File: config.mk
export PLATFORM = sky130hd
export DESIGN_NAME = wb_cmd_bridge
export DESIGN_NICKNAME = d
export VERILOG_FILES = /design/src/verilog/bus_cmd_pkg.sv /design/src/verilog/wb_cmd_bridge.sv
export VERILOG_INCLUDE_DIRS = /design/src /design/src/verilog
export SDC_FILE = /design/constraint.sdc
export NUM_CORES = 1
export LEC_CHECK = 0
export BUFFER_PORTS_ARGS = -buffer_cell sky130_fd_sc_hd__buf_2
export CAP_MARGIN = 0
export CORE_AREA = 2 2 136 138
export CTS_BUF_LIST = sky130_fd_sc_hd__clkbuf_4 sky130_fd_sc_hd__clkbuf_8
export DETAILED_ROUTE_END_ITERATION = 16
export DIE_AREA = 0 0 138 140
export GPL_ROUTABILITY_DRIVEN = 1
export PLACE_DENSITY = 0.63
export SKIP_CTS_REPAIR_TIMING = 1
export SLEW_MARGIN = 0
export SYNTH_ARGS = -nofsm -noshare
export SYNTH_HDL_FRONTEND = slang
export SYNTH_SLANG_ARGS = --single-unit
export TNS_END_PERCENT = 5
File: constraint.sdc
create_clock -name clk -period 10.2 [get_ports clk]
set_input_delay 1.53 -clock clk [delete_from_list [all_inputs] [get_ports clk]]
set_output_delay 1.53 -clock clk [all_outputs]
set_load 0.02 [all_outputs]
File: src/verilog/axi_lite_defines.svh
// AXI-lite subsystem widths and memory window parameters.
`ifndef AXI_LITE_DEFINES_SVH
`define AXI_LITE_DEFINES_SVH

// Byte address width on both buses.
`define AXI_ADDR_W 32

// Data path width.
`define AXI_DATA_W 64

// One strobe bit per data byte.
`define AXI_STRB_W 8

// Memory depth in data words.
`define RAM_WORDS 256

// First byte address of the memory window.
`define RAM_BASE 32'h0000_1000

`endif

File: src/verilog/bus_cmd_pkg.sv
// Host bus requests, master commands and controller state encodings.
`include "axi_lite_defines.svh"

package bus_cmd_pkg;

	// Wishbone classic request from the host.
	typedef struct packed {
		logic                   cyc;
		logic                   stb;
		logic                   we;
		logic [`AXI_ADDR_W-1:0] adr;
		logic [`AXI_DATA_W-1:0] dat;
		logic [`AXI_STRB_W-1:0] sel;
	} wb_req_t;

	typedef struct packed {
		logic                   ack;
		logic                   err;
		logic [`AXI_DATA_W-1:0] dat;
	} wb_rsp_t;

	// One single-beat command; start is a pulse.
	typedef struct packed {
		logic                   start;
		logic                   we;
		logic [`AXI_ADDR_W-1:0] addr;
		logic [`AXI_DATA_W-1:0] wdata;
		logic [`AXI_STRB_W-1:0] strb;
	} mst_cmd_t;

	typedef struct packed {
		logic                   done;
		logic                   err;
		logic [`AXI_DATA_W-1:0] rdata;
	} mst_res_t;

	typedef enum logic [1:0] {br_idle, br_busy, br_term} bridge_state_e;

	typedef enum logic [1:0] {ram_idle, ram_wresp, ram_rresp} ram_state_e;

endpackage

File: src/verilog/wb_cmd_bridge.sv
// Wishbone classic slave that turns each bus cycle into one master command.
`timescale 1ns/100ps
`include "axi_lite_defines.svh"

module wb_cmd_bridge (
	input  logic                  clk,
	input  logic                  arst_n,
	input  bus_cmd_pkg::wb_req_t  wb_req,
	output bus_cmd_pkg::wb_rsp_t  wb_rsp,
	output bus_cmd_pkg::mst_cmd_t cmd,
	input  bus_cmd_pkg::mst_res_t res
);
	import bus_cmd_pkg::*;

	bridge_state_e          state_q;
	logic                   start_q;
	logic                   ack_q;
	logic                   err_q;
	logic                   we_q;
	logic [`AXI_ADDR_W-1:0] addr_q;
	logic [`AXI_DATA_W-1:0] wdata_q;
	logic [`AXI_STRB_W-1:0] strb_q;
	logic [`AXI_DATA_W-1:0] rdata_q;
	logic                   req_new;

	// A new cycle is only taken from idle.
	assign req_new = (state_q == br_idle) && wb_req.cyc && wb_req.stb;

	always_ff @(posedge clk or negedge arst_n) begin
		if (!arst_n) begin
			state_q <= br_idle;
			start_q <= 1'b0;
			ack_q   <= 1'b0;
			err_q   <= 1'b0;
		end else begin
			// Start and the terminations are single-cycle pulses.
			start_q <= 1'b0;
			ack_q   <= 1'b0;
			err_q   <= 1'b0;
			case (state_q)
				br_idle: begin
					if (req_new) begin
						start_q <= 1'b1;
						state_q <= br_busy;
					end
				end
				br_busy: begin
					if (res.done) begin
						ack_q   <= ~res.err;
						err_q   <= res.err;
						state_q <= br_term;
					end
				end
				br_term: begin
					// Hold here until the host releases stb.
					if (!wb_req.stb)
						state_q <= br_idle;
				end
				default: state_q <= br_idle;
			endcase
		end
	end

	always_ff @(posedge clk) begin
		if (req_new) begin
			we_q    <= wb_req.we;
			addr_q  <= wb_req.adr;
			wdata_q <= wb_req.dat;
			strb_q  <= wb_req.sel;
		end
		if ((state_q == br_busy) && res.done)
			rdata_q <= res.rdata;
	end

	assign cmd.start = start_q;
	assign cmd.we    = we_q;
	assign cmd.addr  = addr_q;
	assign cmd.wdata = wdata_q;
	assign cmd.strb  = strb_q;

	assign wb_rsp.ack = ack_q;
	assign wb_rsp.err = err_q;
	assign wb_rsp.dat = rdata_q;

endmodule

# Word-level counts from Yosys, hierarchy flattened
# Index checks and enable logic that the tools add are counted.
word_totals:
  regBits: 174
  in_bits: 175
  out_inout_bits: 172
  word_cells: 30
classes:
  eq_ne: 5
  muxes: 10
  bitwise_logic: 1
  reduce_logical: 5
op_table:
  columns: ["cell", "count"]
  rows:
  - ["$mux W1", 6]
  - ["$mux W2", 3]
  - ["$ne A2 B2 Y1 const B", 3]
  - ["$pmux W2 S3", 1]
  - ["$logic_and A1 B1 Y1", 3]
  - ["$reduce_and A3 Y1", 1]
  - ["$eq A2 B1 Y1 const B", 1]
  - ["$eq A2 B2 Y1 const B", 1]
  - ["$logic_not A2 Y1", 1]
  - ["$not A1 Y1", 1]

# Longest topological paths before layout
logic_depth:
  depth_word: 5
  ltp_mapped: 2

# Worst setup path before layout
# Ideal clock, no wire load.
synth_path:
  path_kind: "input to register"
  start: "input wb_req[105] in the netlist's numbering"
  end: "register addr_q[0], enable pin"
  setup_ns: 0.643
  t_arrival_ns: 7.513
  setup_slack_ns: 2.043
  path_stages: 1
  n_path_buf: 0
  cell_sequence: "nor4bb_2"
synth_via:
  elab_chain_cells: 1
synth_lines:
  columns: ["item", "line_no", "source"]
  rows:
  - ["start: declaration", "wb_cmd_bridge.sv:8", "input bus_cmd_pkg::wb_req_t wb_req,"]
  - ["$logic_and A1 B1 Y1", "wb_cmd_bridge.sv:27", "assign req_new = (state_q == br_idle) && wb_req.cyc && wb_req.stb;"]
  - ["end signal: assignment", "wb_cmd_bridge.sv:67", "addr_q <= wb_req.adr;"]
  - ["end: declaration", "wb_cmd_bridge.sv:20", "logic [`AXI_ADDR_W-1:0] addr_q;"]
# Every way passes these cells.
# A chain may end at the register's enable or synchronous reset.

# Worst setup path in the final report
layout_path:
  start: "input wb_req[106] in the netlist's numbering"
  end: "register addr_q[9], enable pin"
layout_via:
  elab_chain_cells: 2
layout_lines:
  columns: ["item", "line_no", "source"]
  rows:
  - ["$logic_and A1 B1 Y1 (2 in a row)", "wb_cmd_bridge.sv:27", null]
  - ["via req_new", "wb_cmd_bridge.sv:24", "logic req_new;"]
# The timed path passes the listed nets, and every way through them passes these cells.

==> summary.md <==
| Metric | Value |
|---|---|
| Max IR drop VDD | `0.0815 mV` |
| Share of cells above drive strength 1 | `67.9%` |
| Initial Util | `29.9%` |
| Final nets | `726` |
| First-pass GRT wire length | `19,500 µm` |
| Drt first pass iters | `4` |
| Max Clock Skew | `0.00933 ns` |
| Die area | `0.0193 mm²` |
| Max Cap Viol | `0` |
| Syn Area/Cell | `28.4 µm²` |
| Port bufs | `346` |
| H-tree Lvls | `4` |
| Met1 usage | `13.5%` |
| Overall die width | `138 µm` |
| Area delta synth->final | `45.0%` |
| Yosys warns | `0` |
| Crit-path max FO | `76` |
| Syn_nets | `362` |
| Fmax | `375 MHz` |
| Largest net degree at the start of global routing | `77` |
| Most used DFF post-synth | `edfxtp_1` |
| Startpoint Class | `primary input` |
| Worst min path class | `flip-flop to flip-flop` |
| Final Setup Violations | `0` |
| Placed cell area | `0.00733 mm²` |
| Minimum clock period | `2.67 ns` |
| Worst-skew pair later-pin latency | `0.45 ns` |
| Post-synth EDFFs | `169` |
| Count leader, synth | `edfxtp_1` |
| GRT Max-Usage Layer | `met2` |
| PwrDens | `192 mW/mm²` |
| Total gr overflow | `0` |
| Static Leak | `3.23 nW` |
| Synth top area share | `95.6%` |
| Unrepaired setup endpoints after global routing | `false` |
| Row count | `49` |
| Required time worst endpoint | `10.28 ns` |
| Status | `completed` |
| Met3 Use GR | `8.10%` |
| Setup_tns | `0 ns` |
| Sequential fraction of the synthesis area | `98.0%` |
| Met2 Use GR | `22.8%` |
| Total CTS buffers | `17` |
| Critical path class | `primary input to flip-flop` |
| Top cells by count, synth | `edfxtp_1, dfrtp_1, buf_4` |
| R2R depth | `2` |
| #FFs+latches synth | `174` |
| Gate Count Post-Synth | `187` |
| Max Buffers Root-to-Sink | `2` |
| Initial antenna violation count | `4` |
| Vias after detailed routing | `3,270` |
| Fraction of registers with async set/reset | `2.87%` |
| DRC viols | `0` |
| Worst slew margin | `38.5%` |
| Worst hold path cell count | `1` |
| Filler cells | `1,628` |
| RR Startpoint | `state_q[0]` |
| Core Area | `0.0178 mm²` |
| GPL Wtd Cong | `0.823` |
| Distinct cells, synth | `12` |
| Hold Violations, Final | `0` |
| WP data arrival | `2.75 ns` |
| CTS sink count | `174` |
| Vias/cell | `4.12` |
| GR Util All Layers | `13.4%` |
| Num ports | `347` |
| Worst-path clk slew | `0.09 ns` |
| Critical path endpoint category | `flip-flop` |
| Avg WL per Cell | `16.6 µm` |
| Post-DP HPWL | `10,400 µm` |
| Root buf cell | `clkbuf_8` |
| Post-synth top area cell | `edfxtp_1` |
| Max-slew violations | `0` |
| Area of the mapped netlist | `0.00531 mm²` |
| Period Utilization, post-route | `26.2%` |
| Worst-margin pin slew | `0.923 ns` |
| Initial DRC count | `141` |
| Vias in the first global route | `3,560` |
| Reg2Reg Setup Slack | `8.23 ns` |
| Min-delay src | `state_q[1]` |
| Routed wire length | `13,200 µm` |
| CTS tree | `done` |
| RR Endpoint | `addr_q[9]` |
| Post-Layout Inst Area | `0.00769 mm²` |
| Top cells by area, synth | `edfxtp_1, dfrtp_1, buf_4` |
| Final antenna-violating net count | `0` |
| Die Ht | `140 µm` |
| Hold EP | `state_q[1]` |
-- worst max path at each step --
stage	cells after the start	end	slack, ns	startpoint
after floorplan	1	addr_q[0]	2.04	wb_req[105]
after global placement	3	wdata_q[24]	7.15	wb_req[106]
after detailed placement	3	wdata_q[24]	7.05	wb_req[106]
after CTS	3	addr_q[21]	7.56	wb_req[106]
after global routing	3	addr_q[13]	7.48	wb_req[106]
final	3	addr_q[9]	7.53	wb_req[106]
-- registers in the layout, indices dropped and copies added (netlist names) --
signal	count
addr_q	32
ack_q	1
we_q	1
rdata_q	64
start_q	1
strb_q	8
wdata_q	64
state_q	2
err_q	1
-- per-layer routing --
metal  part of all wire, %  wire [µm]  vias to the layer above
li1                      -          -                     1481
met1                    35       4550                     1533
met2                    50       6610                      226
met3                    13       1720                       26
met4                   1.8        241                        4
met5                  0.23         30                        -
-- final cells by class --
type | instances | area (µm²) | share of cell area [%]
Antenna cell | 1 | 2.50 | 0.0325
Clock buffer | 18 | 241 | 3.14
Clock inverter | 14 | 124 | 1.61
Inverter | 1 | 3.75 | 0.0488
Multi-Input combinational cell | 8 | 82.6 | 1.07
Sequential cell | 174 | 5200 | 67.6
Tap cell | 229 | 287 | 3.72
Timing Repair Buffer | 349 | 1750 | 22.8
-- worst max-delay path: stages --
cell and delay [ns]:
buf_2 0.10, nor4bb_4 0.31, buf_4 0.74
-- per-stage QoR --
| step | power, mW | cells | worst slack [ns] | util (%) | hold slack [ns] |
|---|---|---|---|---|---|
| CTS | 1.50 | 793 | 7.56 | 43.3 | 0.672 |
| finish | 1.48 | 794 | 7.53 | 43.3 | 0.672 |
| detailed placement | 1.05 | 761 | 7.05 | 41.2 | 0.650 |
| floorplan | 0.969 | 187 | 2.04 | - | 0.549 |
| global route | 1.54 | 793 | 7.48 | 43.3 | 0.679 |
| global placement | 1.05 | 761 | 7.15 | 41.2 | 0.608 |
-- cells in the final DEF (no fill, tap or decap), drive strengths merged, types with 5 or more instances in the layout --
cell type,count
edfxtp,169
buf,349
inv,10
clkinv,5
dfrtp,5
clkbuf,18
-- where the power goes --
part	internal [mW]	total (mW)	switching, mW
clock network	0.182	0.445	0.263
logic	0.0567	0.169	0.112
registers	0.847	0.861	0.0138
total	1.09	1.48	0.390
-- cell families after synthesis --
group / count (synthesis) / share of synthesized area (%)
compound gates: 1 / 0.165
buf+inv: 5 / 0.636
flops: 174 / 98.0
simple gates: 7 / 1.23
No activity file was read; power rests on OpenSTA's default activity.
