<file path="config.mk">
export PLATFORM = sky130hd
export DESIGN_NAME = axi_lite_mst
export DESIGN_NICKNAME = d
export VERILOG_FILES = /design/src/verilog/axi_lite_pkg.sv /design/src/verilog/bus_cmd_pkg.sv /design/src/verilog/axi_lite_mst.sv
export VERILOG_INCLUDE_DIRS = /design/src /design/src/verilog
export SDC_FILE = /design/constraint.sdc
export NUM_CORES = 1
export LEC_CHECK = 0
export ABC_AREA = 1
export BUFFER_PORTS_ARGS = -buffer_cell sky130_fd_sc_hd__buf_2
export CAP_MARGIN = 20
export CORE_AREA = 2 2 154 156
export DETAILED_ROUTE_END_ITERATION = 6
export DIE_AREA = 0 0 156 158
export MAX_ROUTING_LAYER = met4
export PLACE_DENSITY_LB_ADDON = 0.12
export SETUP_SLACK_MARGIN = 0.02
export SLEW_MARGIN = 20
export SYNTH_ARGS = -nofsm -noshare
export SYNTH_HDL_FRONTEND = slang
export SYNTH_SLANG_ARGS = --single-unit
</file>
<file path="constraint.sdc">
create_clock -name clk -period 11.3 [get_ports clk]
set_input_delay 0.565 -clock clk [delete_from_list [all_inputs] [get_ports clk]]
set_output_delay 0.565 -clock clk [all_outputs]
set_load 0.01 [all_outputs]
</file>
<file path="src/verilog/axi_lite_defines.svh">
// AXI-lite subsystem widths and memory window parameters.
`ifndef AXI_LITE_DEFINES_SVH
`define AXI_LITE_DEFINES_SVH

// Byte address width on both buses.
`define AXI_ADDR_W 32

// Data path width.
`define AXI_DATA_W 64

// One strobe bit per data byte.
`define AXI_STRB_W 8

// Memory depth in data words.
`define RAM_WORDS 256

// First byte address of the memory window.
`define RAM_BASE 32'h0000_1000

`endif

</file>
<file path="src/verilog/axi_lite_pkg.sv">
// AXI-lite channel payloads and response codes.
`include "axi_lite_defines.svh"

package axi_lite_pkg;

	// Response encoding; the high bit flags an error.
	typedef enum logic [1:0] {
		resp_okay   = 2'b00,
		resp_exokay = 2'b01,
		resp_slverr = 2'b10,
		resp_decerr = 2'b11
	} axi_resp_e;

	typedef struct packed {
		logic [`AXI_ADDR_W-1:0] addr;
		logic [2:0]             prot;
		logic                   valid;
	} axi_aw_t;

	typedef struct packed {
		logic [`AXI_DATA_W-1:0] data;
		logic [`AXI_STRB_W-1:0] strb;
		logic                   valid;
	} axi_w_t;

	typedef struct packed {
		logic [`AXI_ADDR_W-1:0] addr;
		logic [2:0]             prot;
		logic                   valid;
	} axi_ar_t;

	typedef struct packed {
		axi_resp_e resp;
		logic      valid;
	} axi_b_t;

	typedef struct packed {
		logic [`AXI_DATA_W-1:0] data;
		axi_resp_e              resp;
		logic                   valid;
	} axi_r_t;

	// Ready bits driven by the master.
	typedef struct packed {
		logic bready;
		logic rready;
	} axi_mst_rdy_t;

	// Ready bits driven by the slave.
	typedef struct packed {
		logic awready;
		logic wready;
		logic arready;
	} axi_slv_rdy_t;

endpackage

</file>
<file path="src/verilog/bus_cmd_pkg.sv">
// Host bus requests, master commands and controller state encodings.
`include "axi_lite_defines.svh"

package bus_cmd_pkg;

	// Wishbone classic request from the host.
	typedef struct packed {
		logic                   cyc;
		logic                   stb;
		logic                   we;
		logic [`AXI_ADDR_W-1:0] adr;
		logic [`AXI_DATA_W-1:0] dat;
		logic [`AXI_STRB_W-1:0] sel;
	} wb_req_t;

	typedef struct packed {
		logic                   ack;
		logic                   err;
		logic [`AXI_DATA_W-1:0] dat;
	} wb_rsp_t;

	// One single-beat command; start is a pulse.
	typedef struct packed {
		logic                   start;
		logic                   we;
		logic [`AXI_ADDR_W-1:0] addr;
		logic [`AXI_DATA_W-1:0] wdata;
		logic [`AXI_STRB_W-1:0] strb;
	} mst_cmd_t;

	typedef struct packed {
		logic                   done;
		logic                   err;
		logic [`AXI_DATA_W-1:0] rdata;
	} mst_res_t;

	typedef enum logic [1:0] {br_idle, br_busy, br_term} bridge_state_e;

	typedef enum logic [1:0] {ram_idle, ram_wresp, ram_rresp} ram_state_e;

endpackage

</file>
<file path="src/verilog/axi_lite_mst.sv">
// Single-transaction AXI-lite master built from set/reset handshake flags.
`timescale 1ns/100ps
`include "axi_lite_defines.svh"

module axi_lite_mst (
	input  logic                       clk,
	input  logic                       arst_n,
	input  bus_cmd_pkg::mst_cmd_t      cmd,
	output bus_cmd_pkg::mst_res_t      res,
	output axi_lite_pkg::axi_aw_t      aw,
	output axi_lite_pkg::axi_w_t       w,
	output axi_lite_pkg::axi_ar_t      ar,
	output axi_lite_pkg::axi_mst_rdy_t mrdy,
	input  axi_lite_pkg::axi_b_t       b,
	input  axi_lite_pkg::axi_r_t       r,
	input  axi_lite_pkg::axi_slv_rdy_t srdy
);

	logic                   busy_q;
	logic                   accept;
	logic                   start_single_write;
	logic                   start_single_read;

	logic                   awvalid_set;
	logic                   awvalid_rst;
	logic                   awvalid_q;
	logic                   wvalid_set;
	logic                   wvalid_rst;
	logic                   wvalid_q;
	logic                   bready_set;
	logic                   bready_rst;
	logic                   bready_q;
	logic                   arvalid_set;
	logic                   arvalid_rst;
	logic                   arvalid_q;
	logic                   rready_set;
	logic                   rready_rst;
	logic                   rready_q;

	logic                   write_done;
	logic                   read_done;
	logic                   write_resp_error;
	logic                   read_resp_error;

	logic [`AXI_ADDR_W-1:0] addr_q;
	logic [`AXI_DATA_W-1:0] wdata_q;
	logic [`AXI_STRB_W-1:0] strb_q;

	// A command is taken only when nothing is open.
	assign accept             = cmd.start & ~busy_q;
	assign start_single_write = accept & cmd.we;
	assign start_single_read  = accept & ~cmd.we;

	assign awvalid_set = start_single_write;
	assign awvalid_rst = ~awvalid_set & (srdy.awready & awvalid_q);
	assign wvalid_set  = start_single_write;
	assign wvalid_rst  = ~wvalid_set & (srdy.wready & wvalid_q);
	assign bready_set  = b.valid & ~bready_q;
	assign bready_rst  = bready_q;

	assign arvalid_set = start_single_read;
	assign arvalid_rst = ~arvalid_set & (srdy.arready & arvalid_q);
	assign rready_set  = r.valid & ~rready_q;
	assign rready_rst  = rready_q;

	// Set wins over reset on every flag.
	always_ff @(posedge clk or negedge arst_n) begin
		if (!arst_n) begin
			awvalid_q <= 1'b0;
			wvalid_q  <= 1'b0;
			bready_q  <= 1'b0;
			arvalid_q <= 1'b0;
			rready_q  <= 1'b0;
		end else begin
			if (awvalid_set)
				awvalid_q <= 1'b1;
			else if (awvalid_rst)
				awvalid_q <= 1'b0;
			if (wvalid_set)
				wvalid_q <= 1'b1;
			else if (wvalid_rst)
				wvalid_q <= 1'b0;
			if (bready_set)
				bready_q <= 1'b1;
			else if (bready_rst)
				bready_q <= 1'b0;
			if (arvalid_set)
				arvalid_q <= 1'b1;
			else if (arvalid_rst)
				arvalid_q <= 1'b0;
			if (rready_set)
				rready_q <= 1'b1;
			else if (rready_rst)
				rready_q <= 1'b0;
		end
	end

	// Open from accept until the response handshake.
	always_ff @(posedge clk or negedge arst_n) begin
		if (!arst_n)
			busy_q <= 1'b0;
		else if (accept)
			busy_q <= 1'b1;
		else if (res.done)
			busy_q <= 1'b0;
	end

	always_ff @(posedge clk) begin
		if (accept) begin
			addr_q  <= cmd.addr;
			wdata_q <= cmd.wdata;
			strb_q  <= cmd.strb;
		end
	end

	assign write_done       = bready_q & b.valid;
	assign read_done        = rready_q & r.valid;
	assign write_resp_error = write_done & b.resp[1];
	assign read_resp_error  = read_done & r.resp[1];

	assign res.done  = write_done | read_done;
	assign res.err   = write_resp_error | read_resp_error;
	assign res.rdata = r.data;

	// Writes are data/unprivileged, reads privileged.
	assign aw.addr  = addr_q;
	assign aw.prot  = 3'b000;
	assign aw.valid = awvalid_q;
	assign w.data   = wdata_q;
	assign w.strb   = strb_q;
	assign w.valid  = wvalid_q;
	assign ar.addr  = addr_q;
	assign ar.prot  = 3'b001;
	assign ar.valid = arvalid_q;

	assign mrdy.bready = bready_q;
	assign mrdy.rready = rready_q;

endmodule

</file>
Yosys cells after proc, flatten, opt, wreduce, memory -nomap -nowiden
Cells that the tools add are included.
- register bits after elaboration: 110
- input port bits: 181
- output and inout port bits: 213
- logic and storage cells: 46
- muxes and demuxes: 10
- bitwise logic cells: 23
- reduce and logical (&&, ||, !) cells: 4
- operator list (operator ; number):
    1-bit AND ; 15
    1-bit two-way mux ; 10
    2-bit nonzero test ; 4
    1-bit inverter ; 6
    1-bit bitwise OR ; 2

Longest topological paths before layout
- depth in word-level cells: 7
- depth in mapped cells: 4
- mapped depth without buffers: 4

Worst setup path before layout
OpenSTA, ideal clock, no wires.
- path type: input-to-reg
- from: input cmd[105] in the netlist's numbering
- to: register addr_q[0] (enable)
- library setup time: 0.488 ns
- data arrival time: 3.302 ns
- slack: 7.509 ns
- cell stages on the path: 2
- buffers on the path: 0
- cell sequence: inv_1 nor2_2
- word-level cells in the longest chain between the ends: 1
- ends and longest elaborated chain (item ; line ; source):
    from (decl) ; axi_lite_mst.sv:8 ; input bus_cmd_pkg::mst_cmd_t cmd,
    1-bit AND ; axi_lite_mst.sv:50 ; assign accept = cmd.start & ~busy_q;
    named net accept ; axi_lite_mst.sv:20 ; logic accept;
    to (signal assigned) ; axi_lite_mst.sv:110 ; addr_q <= cmd.addr;
    to (decl) ; axi_lite_mst.sv:45 ; logic [`AXI_ADDR_W-1:0] addr_q;
The timed path passes the listed nets, and every way through them passes these cells.
A chain may end at the register's enable or synchronous reset.

Worst setup path after layout
- from: register busy_q
- to: register wdata_q[46] (enable)
- word-level cells in the longest chain between the ends: 2
- ends and longest elaborated chain (item ; line ; source):
    from (decl) ; axi_lite_mst.sv:19 ; logic busy_q;
    from (signal assigned) ; axi_lite_mst.sv:101 ; busy_q <= 1'b0;
    from (signal assigned) ; axi_lite_mst.sv:103 ; busy_q <= 1'b1;
    from (signal assigned) ; axi_lite_mst.sv:105 ; busy_q <= 1'b0;
    1-bit inverter ; axi_lite_mst.sv:50 ;
    1-bit AND ; axi_lite_mst.sv:50 ;
    named net accept ; axi_lite_mst.sv:20 ;
    to (signal assigned) ; axi_lite_mst.sv:111 ; wdata_q <= cmd.wdata;
    to (decl) ; axi_lite_mst.sv:46 ; logic [`AXI_DATA_W-1:0] wdata_q;
The timed path passes the listed nets, and every way through them passes these cells.

==> impl_metrics.yaml <==
synthesis:
  syn-instance-count: 246
  yosysUniqueCellTypes: 10
  yosysSeqAreaShare_pct: 78.0
  yosysTopAreaCellShare_pct: 74.5
  yosysTopAreaCell: "edfxtp_1"
  syn-cell-area_um2: 4190
  avgSynthCellArea_um2: 17.0
  yosysWarnings: 0
  ys_top_cells_by_area: "edfxtp_1, buf_4, dfrtp_1"
  synth-seq-cells: 110
pwr:
  clkPwrFrac_pct: 33.3
  power_uw: 982
  combPwrFrac_pct: 13.8
  p_int_uw: 742
  power.density_nw_per_um2: 182
  swShare_pct: 24.4
  pwr-share-seq_pct: 52.9
  power.switching_uw: 240
  power.leakage_uw: 0.00234
  ir_drop_mv: 0.0568
finish:
  fin_util_pct: 23.4
  area_delta_synth_final_pct: 28.6
  drive_gt1_share_pct: 65.6
  fin_nets: 594
  design_area_um2: 5400
  final_cell_mix: "buf_2, edfxtp_1, nand2_1"
  layout_commonest_cell: "buf_2"
timing:
  setup-tns-final_ns: 0
  slew_headroom_pct: 35.5
  clock_skew_ns: 0.00958
  max_freq_ghz: 0.480
  min_period_ns: 2.08
  drv_slew: 0
  setup_viol: 0
  timing.final.crit_share_pct: 18.4
  whs_ns: 0.0293
  timing.final.hold_violations: 0
  tightest_slew_ns: 0.968
  grt_setup_unrepaired: "false"
setup_path:
  critPathArrivalTime_ns: 2.05
  max_stage_delay_ns: 0.76
  cp_top_family: "buffers and inverters"
  rr_worst_depth: 2
  critPathMaxFanout: 70
  crit_buf_inv: 1
  worst-path-stages: 2
  regToRegStartpoint: "busy_q$_DFFE_PN0P_"
  end_kind: "register"
  crit_chain: "nor2_4, buf_4"
  critPathRequiredTime_ns: 11.27
  start_kind: "register"
  worstSetupPathType: "register to register"
  slowest_stage: "buf_4"
  crit_start: "busy_q$_DFFE_PN0P_"
clock_network:
  cts_hold_buf: 0
  cts_max_path_buffers: 2
  tritoncts: "yes"
  clock_latency_ns: 0.35
  cts-root-buf: "clkbuf_16"
  htreeDepth: 3
  ctsResizeCount: 0
  clk_pin_slew_ns: 0.07
  postCtsSetupBuffers: 0
  clock_sinks: 110
  cts_inserted_buffers: 9
global_routing:
  grt_max_degree: 71
  grtUsageTotal_pct: 7.58
  grt_pass1_vias: 2349
  grt_pass1_wl_um: 13300
  antenna_found_initial: 2
  gr-total-overflow: 0
placement:
  place_congestion: 0.644
  post_dp_cell_area_um2: 5090
  place.detailed.hpwl_um: 7260
  port_buffers: 257
floorplan:
  core_um2: 23100
  rows: 56
  fp.dieArea_um2: 24600
  initial_core_util_pct: 18.2
  die_y_um: 158
  die_width_um: 156
  io_pins: 394
drt:
  vias_per_cell: 3.32
  wl_per_cell_um: 13.4
  dr_total_vias: 2354
  wl_um: 9540
  initialDrtViolationCount: 102
  drtPass1Iterations: 6
  drc: 0
  ant_nets: 0
run:
  maxCapViolations: 0
worst_hold_path:
  worstHoldPathType: "primary input to asynchronous set/reset pin"
status:
  outcome: "completed"
layout make-up:
type                            instances  area [um^2]
Antenna cell                            2         5.00
Clock buffer                           13          260
Clock inverter                          3         42.5
Fill cell                            2459        17700
Inverter                                8         30.0
Multi-Input combinational cell         25          108
Sequential cell                       110         3270
Tap cell                              290          363
Timing Repair Buffer                  259         1310
synth_stat cells (all sizes together):
cell type and n:
nand3 3, nor2 3, buf 107, nand2 13, conb 2, dfrtp 6
inv 8, edfxtp 104
path summary, 6_finish.rpt:
path	end	slack [ns]
min in group clk	wdata_q[35]$_DFFE_PP_	0.39
worst min register to register	arvalid_q$_DFFE_PN0P_	0.49
max in group asynchronous	arvalid_q$_DFFE_PN0P_	11.12
worst max-delay path	wdata_q[46]$_DFFE_PP_	9.22
worst min-delay path	busy_q$_DFFE_PN0P_	0.03
worst max register to register	wdata_q[46]$_DFFE_PP_	9.22
cell families (layout without fill, tap and decap cells):
logic type / count (synthesis) / after routing / synth area share [%]
buffers and inverters: 115 / 283 / 19.9
other: 2 / 8 / 0.179
flip-flops: 110 / 110 / 78.0
AND/OR/NAND/NOR: 19 / 19 / 1.91
stage by stage:
stage                     instances  setup slack, ns
final                           710             9.22
after global routing            710             9.05
after CTS                       708             9.16
after detailed placement        692             8.88
after global placement          691             8.35
after floorplan                 250             7.51
flip-flops by register name (all words and copies together), names as in the netlist:
register and count:
awvalid_q 1, busy_q 1, wdata_q 64, arvalid_q 1, addr_q 32, rready_q 1, strb_q 8, wvalid_q 1
bready_q 1
power groups by stage:
stage | logic [uW] | clock network [uW] | registers [uW]
6_report | 135 | 327 | 519
5_1_grt | 149 | 354 | 525
4_1_cts | 140 | 345 | 521
3_5_place_dp | 140 | 0 | 529
3_3_place_gp | 138 | 0 | 529
2_1_floorplan | 75.0 | 0 | 554
per-layer routing:
| layer | up-vias | global-route usage [%] | part of all wire, % |
|---|---|---|---|
| li1 | 1066 | - | - |
| met1 | 1101 | 7.42 | 36 |
| met2 | 168 | 12.7 | 51 |
| met3 | 19 | 3.64 | 11 |
| met4 | 0 | 3.63 | 1.9 |
| met5 | - | - | 0 |
Note: power is estimated with default switching activity, not from simulation.
